`src/verilog/cal_telemetry_pkg.sv`:
```
// ##################################################
// Shared constants for the calibration telemetry stream
// Frame layout, magic bytes, sample width, UART timing
// ##################################################

package cal_telemetry_pkg;

    // Sample format
    localparam int SAMPLE_W = 16;
    localparam int NUM_CH   = 4;
    localparam int CH_W     = $clog2(NUM_CH);

    // UART bit timing, 12 MHz clock gives 1 Mbaud
    localparam int CLKS_PER_BIT = 12;
    localparam int BAUD_CNT_W   = $clog2(CLKS_PER_BIT);
    localparam int DATA_BITS    = 8;
    // Start + data + stop
    localparam int UART_BITS    = DATA_BITS + 2;
    localparam int BIT_CNT_W    = $clog2(UART_BITS + 1);

    // Frame start marker
    localparam logic [7:0] MAGIC_HI = 8'hBE;
    localparam logic [7:0] MAGIC_LO = 8'hEF;

    // Frame layout
    localparam int FRAME_BYTES = 25;
    localparam int IDX_W       = $clog2(FRAME_BYTES);

    localparam logic [IDX_W-1:0] IDX_MAGIC_HI = IDX_W'(0);
    localparam logic [IDX_W-1:0] IDX_MAGIC_LO = IDX_W'(1);
    localparam logic [IDX_W-1:0] IDX_MFG      = IDX_W'(2);
    localparam logic [IDX_W-1:0] IDX_DEV      = IDX_W'(3);
    // Serial number, MSB first over four bytes
    localparam logic [IDX_W-1:0] IDX_SERIAL   = IDX_W'(4);
    localparam logic [IDX_W-1:0] IDX_JACK     = IDX_W'(8);
    // Each sample takes two indices, high byte first
    localparam logic [IDX_W-1:0] IDX_ADC0     = IDX_W'(9);
    localparam logic [IDX_W-1:0] IDX_DAC0     = IDX_W'(17);
    localparam logic [IDX_W-1:0] IDX_LAST     = IDX_W'(FRAME_BYTES - 1);

endpackage

```
`src/verilog/cal_frame_sequencer.sv`:
```
// ##################################################
// Telemetry frame sequencer
// Snapshots inputs at frame start, feeds bytes to the UART
// ##################################################

module cal_frame_sequencer
    import cal_telemetry_pkg::*;
(
    input  logic                       clk,
    input  logic                       rst,
    input  logic [7:0]                 eeprom_mfg,
    input  logic [7:0]                 eeprom_dev,
    input  logic [31:0]                eeprom_serial,
    input  logic [7:0]                 jack,
    input  logic signed [SAMPLE_W-1:0] adc0,
    input  logic signed [SAMPLE_W-1:0] adc1,
    input  logic signed [SAMPLE_W-1:0] adc2,
    input  logic signed [SAMPLE_W-1:0] adc3,
    input  logic signed [SAMPLE_W-1:0] dac0,
    input  logic signed [SAMPLE_W-1:0] dac1,
    input  logic signed [SAMPLE_W-1:0] dac2,
    input  logic signed [SAMPLE_W-1:0] dac3,
    input  logic                       tx_ack,
    output logic                       tx_valid,
    output logic [7:0]                 tx_data
);

    logic [IDX_W-1:0]           idx;
    logic                       snap_load;

    // Snapshot bank
    logic [7:0]                 mfg_snap;
    logic [7:0]                 dev_snap;
    logic [31:0]                serial_snap;
    logic [7:0]                 jack_snap;
    logic signed [SAMPLE_W-1:0] adc_snap [NUM_CH];
    logic signed [SAMPLE_W-1:0] dac_snap [NUM_CH];

    logic [IDX_W-1:0]           adc_off;
    logic [IDX_W-1:0]           dac_off;
    logic [IDX_W-1:0]           serial_off;
    logic signed [SAMPLE_W-1:0] sample;

    // Fresh snapshot on the first cycle out of reset and on every wrap to index 0
    assign snap_load = !tx_valid || (tx_ack && (idx == IDX_LAST));

    always_ff @(posedge clk) begin
        if (rst) begin
            idx      <= '0;
            tx_valid <= 1'b0;
        end else if (!tx_valid) begin
            idx      <= IDX_MAGIC_HI;
            tx_valid <= 1'b1;
        end else if (tx_ack) begin
            idx <= (idx == IDX_LAST) ? IDX_MAGIC_HI : idx + 1'b1;
        end
    end

    always_ff @(posedge clk) begin
        if (snap_load) begin
            mfg_snap    <= eeprom_mfg;
            dev_snap    <= eeprom_dev;
            serial_snap <= eeprom_serial;
            jack_snap   <= jack;
            adc_snap[0] <= adc0;
            adc_snap[1] <= adc1;
            adc_snap[2] <= adc2;
            adc_snap[3] <= adc3;
            dac_snap[0] <= dac0;
            dac_snap[1] <= dac1;
            dac_snap[2] <= dac2;
            dac_snap[3] <= dac3;
        end
    end

    assign adc_off    = idx - IDX_ADC0;
    assign dac_off    = idx - IDX_DAC0;
    assign serial_off = idx - IDX_SERIAL;

    // Pick the sample this index belongs to
    always_comb begin
        if (idx >= IDX_DAC0) begin
            sample = dac_snap[dac_off[CH_W:1]];
        end else begin
            sample = adc_snap[adc_off[CH_W:1]];
        end
    end

    always_comb begin
        case (idx)
            IDX_MAGIC_HI: tx_data = MAGIC_HI;
            IDX_MAGIC_LO: tx_data = MAGIC_LO;
            IDX_MFG:      tx_data = mfg_snap;
            IDX_DEV:      tx_data = dev_snap;
            IDX_SERIAL,
            IDX_SERIAL + IDX_W'(1),
            IDX_SERIAL + IDX_W'(2),
            IDX_SERIAL + IDX_W'(3): begin
                // MSB first
                tx_data = serial_snap[8*(3 - serial_off[1:0]) +: 8];
            end
            IDX_JACK:     tx_data = jack_snap;
            default: begin
                // Even offset is the high byte
                if (adc_off[0]) begin
                    tx_data = sample[7:0];
                end else begin
                    tx_data = sample[SAMPLE_W-1 -: 8];
                end
            end
        endcase
    end

    assert property (@(posedge clk) disable iff (rst)
        idx <= IDX_LAST);

    // Byte must hold until the serializer takes it
    assert property (@(posedge clk) disable iff (rst)
        (tx_valid && !tx_ack) |=> $stable(tx_data));

endmodule

```
`src/verilog/cal_telemetry_top.sv`:
```
// ##################################################
// Calibration telemetry top level
// Streams snapshot frames of the inputs out of tx
// ##################################################

module cal_telemetry_top
    import cal_telemetry_pkg::*;
(
    input  logic                       clk,
    input  logic                       rst,
    input  logic [7:0]                 eeprom_mfg,
    input  logic [7:0]                 eeprom_dev,
    input  logic [31:0]                eeprom_serial,
    input  logic [7:0]                 jack,
    input  logic signed [SAMPLE_W-1:0] adc0,
    input  logic signed [SAMPLE_W-1:0] adc1,
    input  logic signed [SAMPLE_W-1:0] adc2,
    input  logic signed [SAMPLE_W-1:0] adc3,
    input  logic signed [SAMPLE_W-1:0] dac0,
    input  logic signed [SAMPLE_W-1:0] dac1,
    input  logic signed [SAMPLE_W-1:0] dac2,
    input  logic signed [SAMPLE_W-1:0] dac3,
    output logic                       tx
);

    // Byte handshake between sequencer and serializer
    logic       tx_valid;
    logic       tx_ack;
    logic [7:0] tx_data;

    cal_frame_sequencer u_seq (
        .clk           (clk),
        .rst           (rst),
        .eeprom_mfg    (eeprom_mfg),
        .eeprom_dev    (eeprom_dev),
        .eeprom_serial (eeprom_serial),
        .jack          (jack),
        .adc0          (adc0),
        .adc1          (adc1),
        .adc2          (adc2),
        .adc3          (adc3),
        .dac0          (dac0),
        .dac1          (dac1),
        .dac2          (dac2),
        .dac3          (dac3),
        .tx_ack        (tx_ack),
        .tx_valid      (tx_valid),
        .tx_data       (tx_data)
    );

    uart_tx u_tx (
        .clk      (clk),
        .rst      (rst),
        .tx_valid (tx_valid),
        .tx_data  (tx_data),
        .tx_ack   (tx_ack),
        .tx       (tx)
    );

endmodule

```
`src/verilog/uart_tx.sv`:
```
// ##################################################
// 8N1 UART serializer with a valid/ack byte handshake
// Back-to-back bytes are sent with no idle gap
// ##################################################

module uart_tx
    import cal_telemetry_pkg::*;
(
    input  logic       clk,
    input  logic       rst,
    input  logic       tx_valid,
    input  logic [7:0] tx_data,
    output logic       tx_ack,
    output logic       tx
);

    logic                  busy;
    logic [BAUD_CNT_W-1:0] baud_cnt;
    logic [BIT_CNT_W-1:0]  bit_cnt;
    logic [7:0]            shift;
    logic                  bit_end;
    logic                  frame_end;
    logic                  in_data;

    assign bit_end   = (baud_cnt == BAUD_CNT_W'(CLKS_PER_BIT - 1));
    assign frame_end = busy && bit_end && (bit_cnt == BIT_CNT_W'(UART_BITS - 1));

    // Start bit and data bits 0..6 are followed by another data bit
    assign in_data = (bit_cnt < BIT_CNT_W'(DATA_BITS));

    // Accept when idle, or on the last cycle of the stop bit
    assign tx_ack = tx_valid && (!busy || frame_end);

    always_ff @(posedge clk) begin
        if (rst) begin
            busy     <= 1'b0;
            baud_cnt <= '0;
            bit_cnt  <= '0;
            tx       <= 1'b1;
        end else if (tx_ack) begin
            // Begin start bit
            busy     <= 1'b1;
            baud_cnt <= '0;
            bit_cnt  <= '0;
            tx       <= 1'b0;
        end else if (busy) begin
            if (bit_end) begin
                baud_cnt <= '0;
                bit_cnt  <= bit_cnt + 1'b1;
                if (in_data) begin
                    tx <= shift[0];
                end else if (bit_cnt == BIT_CNT_W'(DATA_BITS)) begin
                    // Stop bit
                    tx <= 1'b1;
                end else begin
                    busy <= 1'b0;
                end
            end else begin
                baud_cnt <= baud_cnt + 1'b1;
            end
        end
    end

    // Data shifts out LSB first
    always_ff @(posedge clk) begin
        if (tx_ack) begin
            shift <= tx_data;
        end else if (busy && bit_end && in_data) begin
            shift <= shift >> 1;
        end
    end

    // A new byte cannot be accepted before a full byte time has passed
    assert property (@(posedge clk) disable iff (rst)
        tx_ack |=> !tx_ack);

    // Line idles high out of reset
    assert property (@(posedge clk) rst |=> tx);

endmodule
```
`config.mk`:
```
export PLATFORM = sky130hd
export DESIGN_NAME = cal_telemetry_top
export DESIGN_NICKNAME = d
export VERILOG_FILES = /design/src/verilog/cal_telemetry_pkg.sv /design/src/verilog/cal_frame_sequencer.sv /design/src/verilog/cal_telemetry_top.sv /design/src/verilog/uart_tx.sv
export SDC_FILE = /design/constraint.sdc
export NUM_CORES = 1
export LEC_CHECK = 0
export BUFFER_PORTS_ARGS = -buffer_cell sky130_fd_sc_hd__clkbuf_2
export CORE_MARGIN = 2
export CORE_UTILIZATION = 30
export DETAILED_ROUTE_END_ITERATION = 10
export PLACE_DENSITY = 0.6
export SYNTH_ARGS = -nofsm -noshare
export SYNTH_HDL_FRONTEND = slang
export SYNTH_SLANG_ARGS = --single-unit
```
`constraint.sdc`:
```
create_clock -name clk -period 20.2 [get_ports clk]
set_input_delay 1.01 -clock clk [delete_from_list [all_inputs] [get_ports clk]]
set_output_delay 1.01 -clock clk [all_outputs]
set_load 0.02 [all_outputs]
```
==> results of run 1 <==
state kept, by name (all words and copies together), names as in the netlist, 4 cells and up:
name and cells:
u_seq.dac_snap 64, u_seq.serial_snap 32, u_seq.dev_snap 8, u_seq.mfg_snap 8
u_tx.baud_cnt 4, u_seq.idx 5, u_tx.shift 8, u_tx.bit_cnt 4
u_seq.jack_snap 8, u_seq.adc_snap 64
synth_stat cells (2+ instances only):
library cell / n
a211oi_1: 2
a21oi_1: 13
a221oi_1: 6
a22oi_1: 7
a31oi_1: 5
and2_1: 2
buf_2: 10
clkbuf_1: 13
dfxtp_1: 16
edfxtp_1: 192
ha_1: 9
inv_1: 7
mux2i_1: 2
mux4_2: 38
nand2_1: 71
nand2b_1: 2
nand3_1: 2
nand3b_1: 4
nand4_1: 3
nor2_1: 23
nor3_1: 5
nor4_1: 3
nor4b_1: 2
o21ai_0: 15
o311ai_0: 3
xnor2_1: 2
xor2_1: 5
worst max path at each step:
stage                 start  depth (start not counted)                    to
6_report       u_seq.idx[0]                          7         u_tx.shift[4]
5_1_grt        u_seq.idx[0]                          7         u_tx.shift[4]
4_1_cts        u_seq.idx[0]                          7         u_tx.shift[4]
3_5_place_dp   u_seq.idx[0]                          7         u_tx.shift[4]
3_3_place_gp   u_seq.idx[0]                          7         u_tx.shift[4]
2_1_floorplan  u_seq.idx[0]                          7  u_seq.adc_snap[0][0]
critical path, stage by stage, from the launching register on:
cell and delay (ns):
dfxtp_2 0.87, inv_1 0.50, ha_1 0.42, xor2_4 0.98, mux4_2 0.62, and3_1 0.19, a311oi_1 0.31, a221oi_2 0.11
where the power goes:
part	total [mW]	switching (mW)	leakage (nW)	internal, mW
registers	0.505	0.00804	2.01	0.497
logic	0.0651	0.0331	1.45	0.0319
clock network	0.398	0.168	0.352	0.231
per-layer routing:
layer	vias to the layer above	wire length, um
li1	2282	-
met1	2328	7930
met2	178	8980
met3	32	1130
met4	0	566
met5	-	0
through the flow:
step | total power [mW] | std cells
3_3_place_gp | 0.581 | 986
5_1_grt | 1.00 | 1031
3_5_place_dp | 0.581 | 986
4_1_cts | 0.982 | 1030
2_1_floorplan | 0.555 | 482
6_report | 0.969 | 1031
cell type report:
type                       instances  area [um^2]  share of cell area
inverter                           7         26.3             0.00255
clock inverter                    16          113              0.0109
tap                              341          427              0.0414
clock buffer                      28          616              0.0598
timing repair buffer             188          958              0.0931
antenna                            1         2.50            0.000243
multi-input combinational        242         2060               0.201
sequential                       208         6090               0.591
logic make-up (layout without fill, tap and decap cells):
family / count (synthesis) / count (layout) / share of synthesized area
xor+xnor: 8 / 8 / 0.00939
flops: 208 / 208 / 0.736
fa+ha+maj: 9 / 9 / 0.0136
buf+inv: 32 / 239 / 0.0170
other cells: 0 / 1 / 0
mux: 40 / 40 / 0.106
compound gates: 64 / 64 / 0.0536
simple gates: 121 / 121 / 0.0642
==> out/metrics.cfg, run 1 <==
[clock_network]
clk_pin_slew_ns = 0.06
worstSkewPairLatency_ns = 0.52
cts_max_level = 1
cts_hold_buf = 0
cts_tree = done
clock_sinks = 208
cts_buffers = 24
post_cts_buffers = 0
cts_buffer_depth = 3
cts-resized-gates = 0
cts_root_buffer = clkbuf_16

[placement]
dp_hpwl_mm = 12.9
placed_area_mm2 = 0.00956
gp_congestion = 0.789
place.port_buffers = 186
place_ws_ns = 15.78

[cells_and_area]
postLayoutCoreUtil = 0.381
nets = 866
finish.instance_area_mm2 = 0.0103
layout-area-overhead-vs-synth_pct = 24.5
layout_commonest_cell = edfxtp_1
fillers = 2534
post_route_cells_drive_above_1_share = 0.389
final_cell_mix = edfxtp_1 (192), clkbuf_2 (186), nand2_1 (71)

[logic_synthesis]
synth_area_mm2 = 0.00827
synth_cells = 482
synth_async_sr_flop_share = 0
yosys_warnings = 0
synth_seq_cells = 208
synth-edff-count = 192
syn_area_per_cell_um2 = 17.1
synth_ff_type = edfxtp_1
ys_top_cells_by_area = edfxtp_1 (70%), mux4_2 (10%), dfxtp_1 (3.9%)
synth_seq_area_share = 0.736
synthesis.nets = 677
synth_top_area_share = 0.698
yosysUniqueCellTypes = 47
synth_top_cell_by_area = edfxtp_1

[die]
start_util = 0.306
io_pins = 187
die_width_um = 170
num_rows = 60
die_h_um = 170
die_area_mm2 = 0.0289
core_mm2 = 0.0270

[critical_path]
crit_fanout = 34
worstSetupStartpointType = flop
reg2reg_to = u_tx.shift[4]
cp_data_required_time_ns = 20.44
endpoint_kind = flop
rr_worst_depth = 7
cp.arrival_ns = 4.54
worst_r2r_startpoint = u_seq.idx[0]
reg2reg_slack_ns = 15.90
worstSetupPathType = flop to flop

[hold_path]
holdPathStages = 2
holdCritPathClass = flop to flop
hold_end = u_tx.bit_cnt[1]
min_from = u_tx.bit_cnt[1]

[global_routing]
met2_usage = 0.213
grt_pass1_wl_mm = 27.8
grt_max_degree = 161
antenna_found_initial = 1
grt_pass1_vias = 4872
track_usage = 0.129
use_met3 = 0.0274
busiest_layer = met2
use_met1 = 0.169
gr-total-overflow = 0

[run]
drv_cap = 0

[detailed_routing]
antenna_left = 0
drt_iter0_markers = 368
drt_first_pass_iters = 7
via_per_inst = 4.68
drt-wirelength-per-cell_um = 18.1
drc = 0
postRouteWirelength_mm = 18.6
vias = 4820

[timing]
final-max-slew-violation-count = 0
slew_headroom = 0.164
rsz0062_at_grt = false
period_share = 0.213
max_freq_mhz = 232
min_period_ns = 4.30
setup_viol = 0
final-hold-violation-count = 0
skew_ns = 0.0173
tightest_slew_ns = 1.25
holdWs_ns = 0.501
setup_tns_ns = 0
fin_ws_ns = 15.90

[power_and_ir_drop]
power_leakage_nw = 3.81
powerDensity_mw_per_mm2 = 94.1
irDropWorstVdd_mv = 0.0696

[outcome]
status = completed

(Power assumes the default switching activity.)
==> run 2: changes to the inputs <==
--- a/config.mk
+++ b/config.mk
@@ -9,7 +9,7 @@
 export CORE_MARGIN = 2
 export CORE_UTILIZATION = 30
 export DETAILED_ROUTE_END_ITERATION = 10
-export PLACE_DENSITY = 0.6
+export PLACE_DENSITY = 0.62
 export SYNTH_ARGS = -nofsm -noshare
 export SYNTH_HDL_FRONTEND = slang
 export SYNTH_SLANG_ARGS = --single-unit
==> constraint.sdc (replaced) <==
create_clock -name clk -period 3.5 [get_ports clk]
set_input_delay 0.175 -clock clk [delete_from_list [all_inputs] [get_ports clk]]
set_output_delay 0.175 -clock clk [all_outputs]
set_load 0.02 [all_outputs]
==> run 2 against run 1 <==
Clock skew is 0.00055 ns higher. Non-clock buffer count is 191 higher. Setup slack worse by 15 ns. Final area is 20% higher. Critical path depth is 2 higher. Combinational power grew to 8.7 times the previous value. Critical path type unchanged. Largest cell class unchanged.
==> out/metrics.cfg, run 2 (same netlist as run 1, synthesis figures left out) <==
[cells_and_area]
nets = 1057
postLayoutCoreUtil = 0.455
reg.largest.list = u_seq.adc_snap: 64 flops, u_seq.dac_snap: 64 flops, u_seq.serial_snap: 32 flops
post_route_cells_drive_above_1_share = 0.321
finish.instance_area_mm2 = 0.0123
layout-area-overhead-vs-synth_pct = 48.9
layout_commonest_cell = edfxtp_1
multi_input_area_mm2 = 0.00208
fillers = 2359
regArea_mm2 = 0.00609
final_cell_mix = edfxtp_1 (192), clkbuf_2 (186), dlygate4sd3_1 (185)

[critical_path]
rr_worst_depth = 9
worst_r2r_startpoint = u_seq.idx[0]
reg2reg_to = u_tx.shift[0]
crit_fanout = 32
reg2reg_slack_ns = 0.64
worstSetupPathType = flop to flop
worstSetupStartpointType = flop
cp.arrival_ns = 3.10
endpoint_kind = flop
cp_data_required_time_ns = 3.74

[global_routing]
gr-total-overflow = 0
grt_pass1_vias = 6179
grt_pass1_wl_mm = 33.9
antenna_found_initial = 3
track_usage = 0.155
grt_max_degree = 106

[hold_path]
min_from = adc0[14]
holdPathStages = 2
hold_end = u_seq.adc_snap[0][14]
holdCritPathClass = input port to flop

[detailed_routing]
route.met2.wl_mm = 11.6
postRouteWirelength_mm = 22.5
drt_first_pass_iters = 5
drc = 0
vias = 5711
wl_met3_mm = 1.37
top_layer = met4
drt_iter0_markers = 411
wirelength_met1_mm = 8.65
drt-wirelength-per-cell_um = 18.4
antenna_left = 0
via_per_inst = 4.67

[clock_network]
cts_buffer_depth = 3
clock_sinks = 208
worstSkewPairLatency_ns = 0.52
post_cts_buffers = 0
cts_root_buffer = clkbuf_16
cts_max_level = 1
clk_pin_slew_ns = 0.06
cts_buffers = 24
cts_tree = done

[die]
io_pins = 187
die_area_mm2 = 0.0289
die_h_um = 170
core_mm2 = 0.0270
num_rows = 60
die_width_um = 170
start_util = 0.306

[timing]
min_period_ns = 2.86
slew_headroom = 0.280
setup_viol = 0
final-max-slew-violation-count = 0
rsz0062_at_grt = false
max_freq_mhz = 349
final-hold-violation-count = 0
skew_ns = 0.0178
tightest_slew_ns = 1.07
period_share = 0.818

[run]
drv_cap = 0

[outcome]
status = completed

[power_and_ir_drop]
irDropWorstVdd_mv = 0.408
power_leakage_nw = 4.66
powerDensity_mw_per_mm2 = 489

[placement]
place.port_buffers = 186
placed_area_mm2 = 0.00965
dp_hpwl_mm = 13.4
gp_congestion = 0.765

==> run 2: cell count changes in the layout (fill, tap and decap cells not counted), sizes merged <==
cell	previous run	this run
clkinv	13	8
buf	2	8
dlygate4sd3	0	185
diode	1	3
inv	7	8
bufinv	1	3
==> run 2: critical path: stages, from the launching register on <==
cell     delay, ns
dfxtp_4       0.53
inv_8         0.11
ha_1          0.28
xor2_4        0.20
buf_4         0.46
mux4_2        0.42
nand2_1       0.09
nand2_1       0.07
a22oi_1       0.25
o21ai_0       0.16
==> run 2: worst max-delay path by stage <==
stage / to / from / depth (start not counted)
floorplan: u_seq.adc_snap[0][0] / u_seq.idx[0] / 7
global placement: u_tx.shift[0] / u_seq.idx[0] / 7
detailed placement: u_tx.shift[0] / u_seq.idx[0] / 7
CTS: u_tx.shift[0] / u_seq.idx[0] / 7
global route: u_tx.shift[0] / u_seq.idx[0] / 9
finish: u_tx.shift[0] / u_seq.idx[0] / 9
==> run 2: layout make-up <==
class	count	area share
flip-flops and latches	208	0.495
diodes	3	0.000610
well taps	341	0.0347
inverters	7	0.00274
multi-input cells	242	0.169
clock buffers	28	0.0526
repair buffers	379	0.233
clock inverters	14	0.0124
==> run 2: metrics by stage <==
stage                     total power, mW  setup slack (ns)  TNS, ns  std cells  hold slack [ns]
after global routing                 6.23             0.400        0       1222            0.353
after floorplan                      3.17             -1.08  -199.00        482            0.244
final                                6.01             0.637        0       1222            0.368
after global placement               3.36             0.618        0        992            0.352
after CTS                            6.07             0.567        0       1219            0.338
after detailed placement             3.36             0.618        0        992            0.354
==> run 2: what timing repair did <==
action / in CTS / in global routing
hold buffers: 185 / 0
hold endpoints to repair: 188 / 0
resized for setup: 0 / 0
==> run 2: power by group <==
part           leakage (nW)  internal, mW  switching [mW]  total [mW]
Clock                 0.387          1.54           0.995        2.53
Sequential             2.01          2.87          0.0460        2.91
Combinational          2.27         0.326           0.242       0.567
==> run 2: metal layers <==
| layer | GRT usage | vias to the layer above |
|---|---|---|
| met5 | 0 | - |
| met4 | 0.0609 | 0 |
| met3 | 0.0351 | 51 |
| met2 | 0.275 | 220 |
| met1 | 0.182 | 2777 |
| li1 | - | 2663 |
==> run 3: changes to the inputs <==
--- a/config.mk
+++ b/config.mk
@@ -5,6 +5,7 @@
 export SDC_FILE = /design/constraint.sdc
 export NUM_CORES = 1
 export LEC_CHECK = 0
+export ABC_AREA = 1
 export BUFFER_PORTS_ARGS = -buffer_cell sky130_fd_sc_hd__clkbuf_2
 export CORE_MARGIN = 2
 export CORE_UTILIZATION = 30
==> constraint.sdc (replaced) <==
create_clock -name clk -period 2.55 [get_ports clk]
set_input_delay 0.1275 -clock clk [delete_from_list [all_inputs] [get_ports clk]]
set_output_delay 0.1275 -clock clk [all_outputs]
set_load 0.02 [all_outputs]
==> run 3 against run 2 <==
Synthesized cell count up 79%. Area after synthesis up 9.4%. Combinational power up 74%. Core utilization down 1.5 points. Clock power up 31%. Clock skew down 0.0082 ns. Sequential power up 37%. Critical path depth up 3. Global-route usage up 0.97 points. Largest power group unchanged. Highest routed layer unchanged.
==> out/metrics.cfg, run 3 <==
[outcome]
status = completed

[power_and_ir_drop]
clock_power_share = 0.399
internal-power_mw = 6.36
switchingPower_mw = 1.94
power_leakage_nw = 5.67
seq_power_share = 0.482
sw_frac_of_total = 0.234
powerDensity_mw_per_mm2 = 636
irDropWorstVdd_mv = 0.639
comb_power_share = 0.119

[logic_synthesis]
synthesis.nets = 1060
ys_top_cells_by_area = edfxtp_1 (64%), nand2_1 (14%), nand3_1 (5.3%)
synth_cells = 865
muxShareOfSynthArea = 0
synth_xor_area_frac = 0.00484
yosysUniqueCellTypes = 30
synth_fa_ha_area_frac = 0.0125
synthSimpleGateAreaFrac = 0.233
synth_seq_cells = 208
synth_commonest_cells = nand2_1 (332), edfxtp_1 (192), nand3_1 (96)
synth_most_common_cell = nand2_1
synth-compound-area-share = 0.0201
syn_area_per_cell_um2 = 10.5
synth_async_sr_flop_share = 0
yosys_warnings = 0
synth_area_mm2 = 0.00904
synth_seq_area_share = 0.673
synth-edff-count = 192
synth_ff_type = edfxtp_1
synth_top_cell_by_area = edfxtp_1
synth_top_family_by_area = simple AND/OR/NAND/NOR gates
synth_top_area_share = 0.638

[critical_path]
cp_slowest_cell = ha_4
path_cells = inv_6 > ha_4 > inv_2 > buf_4 > nand2_1 > nand2_1 > nand2_1 > nand3_1 > nand3_1 > nand2_1 > nor2_1 > nor2_1
cpMostUsedCell = nand2_1
crit_fanout = 27
endpoint_kind = flop
path_buf_inv = 3
max_stage_delay_ns = 0.43
worstSetupStartpointType = flop
path_delay_family = simple AND/OR/NAND/NOR gates
reg2reg_slack_ns = 0.30
cp_data_required_time_ns = 2.82
worstSetupPathType = flop to flop
cp.arrival_ns = 2.51

[detailed_routing]
drt_iter0_markers = 490
postRouteWirelength_mm = 26.0
antenna_left = 0
via_per_inst = 4.42
drt-wirelength-per-cell_um = 15.8
drc = 0
drt_first_pass_iters = 4
vias = 7276

[cells_and_area]
layout-area-overhead-vs-synth_pct = 44.3
post_route_cells_drive_above_1_share = 0.205
nets = 1434
fillers = 2822
reg.largest.list = u_seq.adc_snap: 64 flops, u_seq.dac_snap: 64 flops, u_seq.serial_snap: 32 flops
final_cell_mix = nand2_1 (331), edfxtp_1 (192), clkbuf_2 (186)
postLayoutCoreUtil = 0.440
layout_commonest_cell = nand2_1

[timing]
min_period_ns = 2.25
skew_ns = 0.00963
period_share = 0.881
slew_headroom = 0.678
final-hold-violation-count = 0
setup_viol = 0
fin_ws_ns = 0.304
max_freq_mhz = 445
rsz0062_at_grt = false
tightest_slew_ns = 0.483
final-max-slew-violation-count = 0

[placement]
gp_congestion = 0.858
dp_hpwl_mm = 16.3
place.port_buffers = 186
place_ws_ns = 0.304

[die]
num_rows = 63
die_h_um = 178
io_pins = 187
core_mm2 = 0.0296
die_area_mm2 = 0.0315
start_util = 0.305
die_width_um = 178

[clock_network]
cts_root_buffer = clkbuf_16
post_cts_buffers = 0
cts_hold_buf = 185
cts_max_level = 1
clk_pin_slew_ns = 0.07
cts_tree = done
cts-resized-gates = 0
clock_sinks = 208
worstSkewPairLatency_ns = 0.51
cts_buffer_depth = 3
cts_buffers = 22

[global_routing]
grt_pass1_wl_mm = 40.1
track_usage = 0.164
antenna_found_initial = 0
grt_max_degree = 68
grt_pass1_vias = 7633
gr-total-overflow = 0

[run]
drv_cap = 0

[hold_path]
holdCritPathClass = input port to flop

==> run 3: final cells by class <==
type	count	area [um^2]	area share
clock buffer	24	579	0.0444
antenna	1	2.50	0.000192
sequential	208	6090	0.467
tap	390	488	0.0374
inverter	70	273	0.0209
timing repair buffer	388	2970	0.228
multi-input combinational	549	2480	0.190
clock inverter	15	161	0.0124
==> run 3: power groups by stage <==
| stage | clock, mW | combinational, mW | sequential (mW) |
|---|---|---|---|
| 2_1_floorplan | 0 | 0.435 | 4.06 |
| 3_3_place_gp | 0 | 0.750 | 4.07 |
| 3_5_place_dp | 0 | 0.758 | 4.07 |
| 4_1_cts | 3.36 | 0.988 | 4.00 |
| 5_1_grt | 3.50 | 1.10 | 4.02 |
| 6_report | 3.31 | 0.988 | 4.00 |
==> run 3: final timing paths <==
kind / start / to / cells past startpoint
max: u_seq.idx[0] / u_tx.shift[7] / 12
min: dac3[5] / u_seq.dac_snap[3][5] / 2
max reg2reg: u_seq.idx[0] / u_tx.shift[7] / 12
min reg2reg: u_tx.bit_cnt[2] / u_tx.bit_cnt[2] / 2
==> run 3: stage by stage <==
step / setup TNS, ns / std cells / power (mW) / hold slack, ns / instance area, um^2
CTS: 0 / 1644 / 8.35 / 0.305 / 13000
global placement: 0 / 1420 / 4.82 / 0.305 / 10400
detailed placement: 0 / 1420 / 4.83 / 0.306 / 10400
finish: 0 / 1645 / 8.30 / 0.329 / 13000
floorplan: -400.93 / 865 / 4.50 / 0.226 / 9090
global route: 0 / 1644 / 8.62 / 0.326 / 13000
==> run 3: per-layer routing <==
metal / GRT usage / vias to the layer above / part of all wire
met5: 0 / - / 0
met4: 0.0574 / 0 / 0.029
li1: - / 3635 / -
met2: 0.297 / 214 / 0.52
met1: 0.199 / 3378 / 0.41
met3: 0.0249 / 49 / 0.045
==> run 3: logic make-up (layout without fill, tap and decap cells) <==
| logic type | count (synthesis) | in the layout |
|---|---|---|
| and+or+nand+nor | 504 | 504 |
| DFF | 208 | 208 |
| buffers and inverters | 108 | 497 |
| AOI/OAI and AO/OA | 31 | 31 |
| adders and majority gates | 9 | 9 |
| xor gates and xnor gates | 5 | 5 |
| other | 0 | 1 |
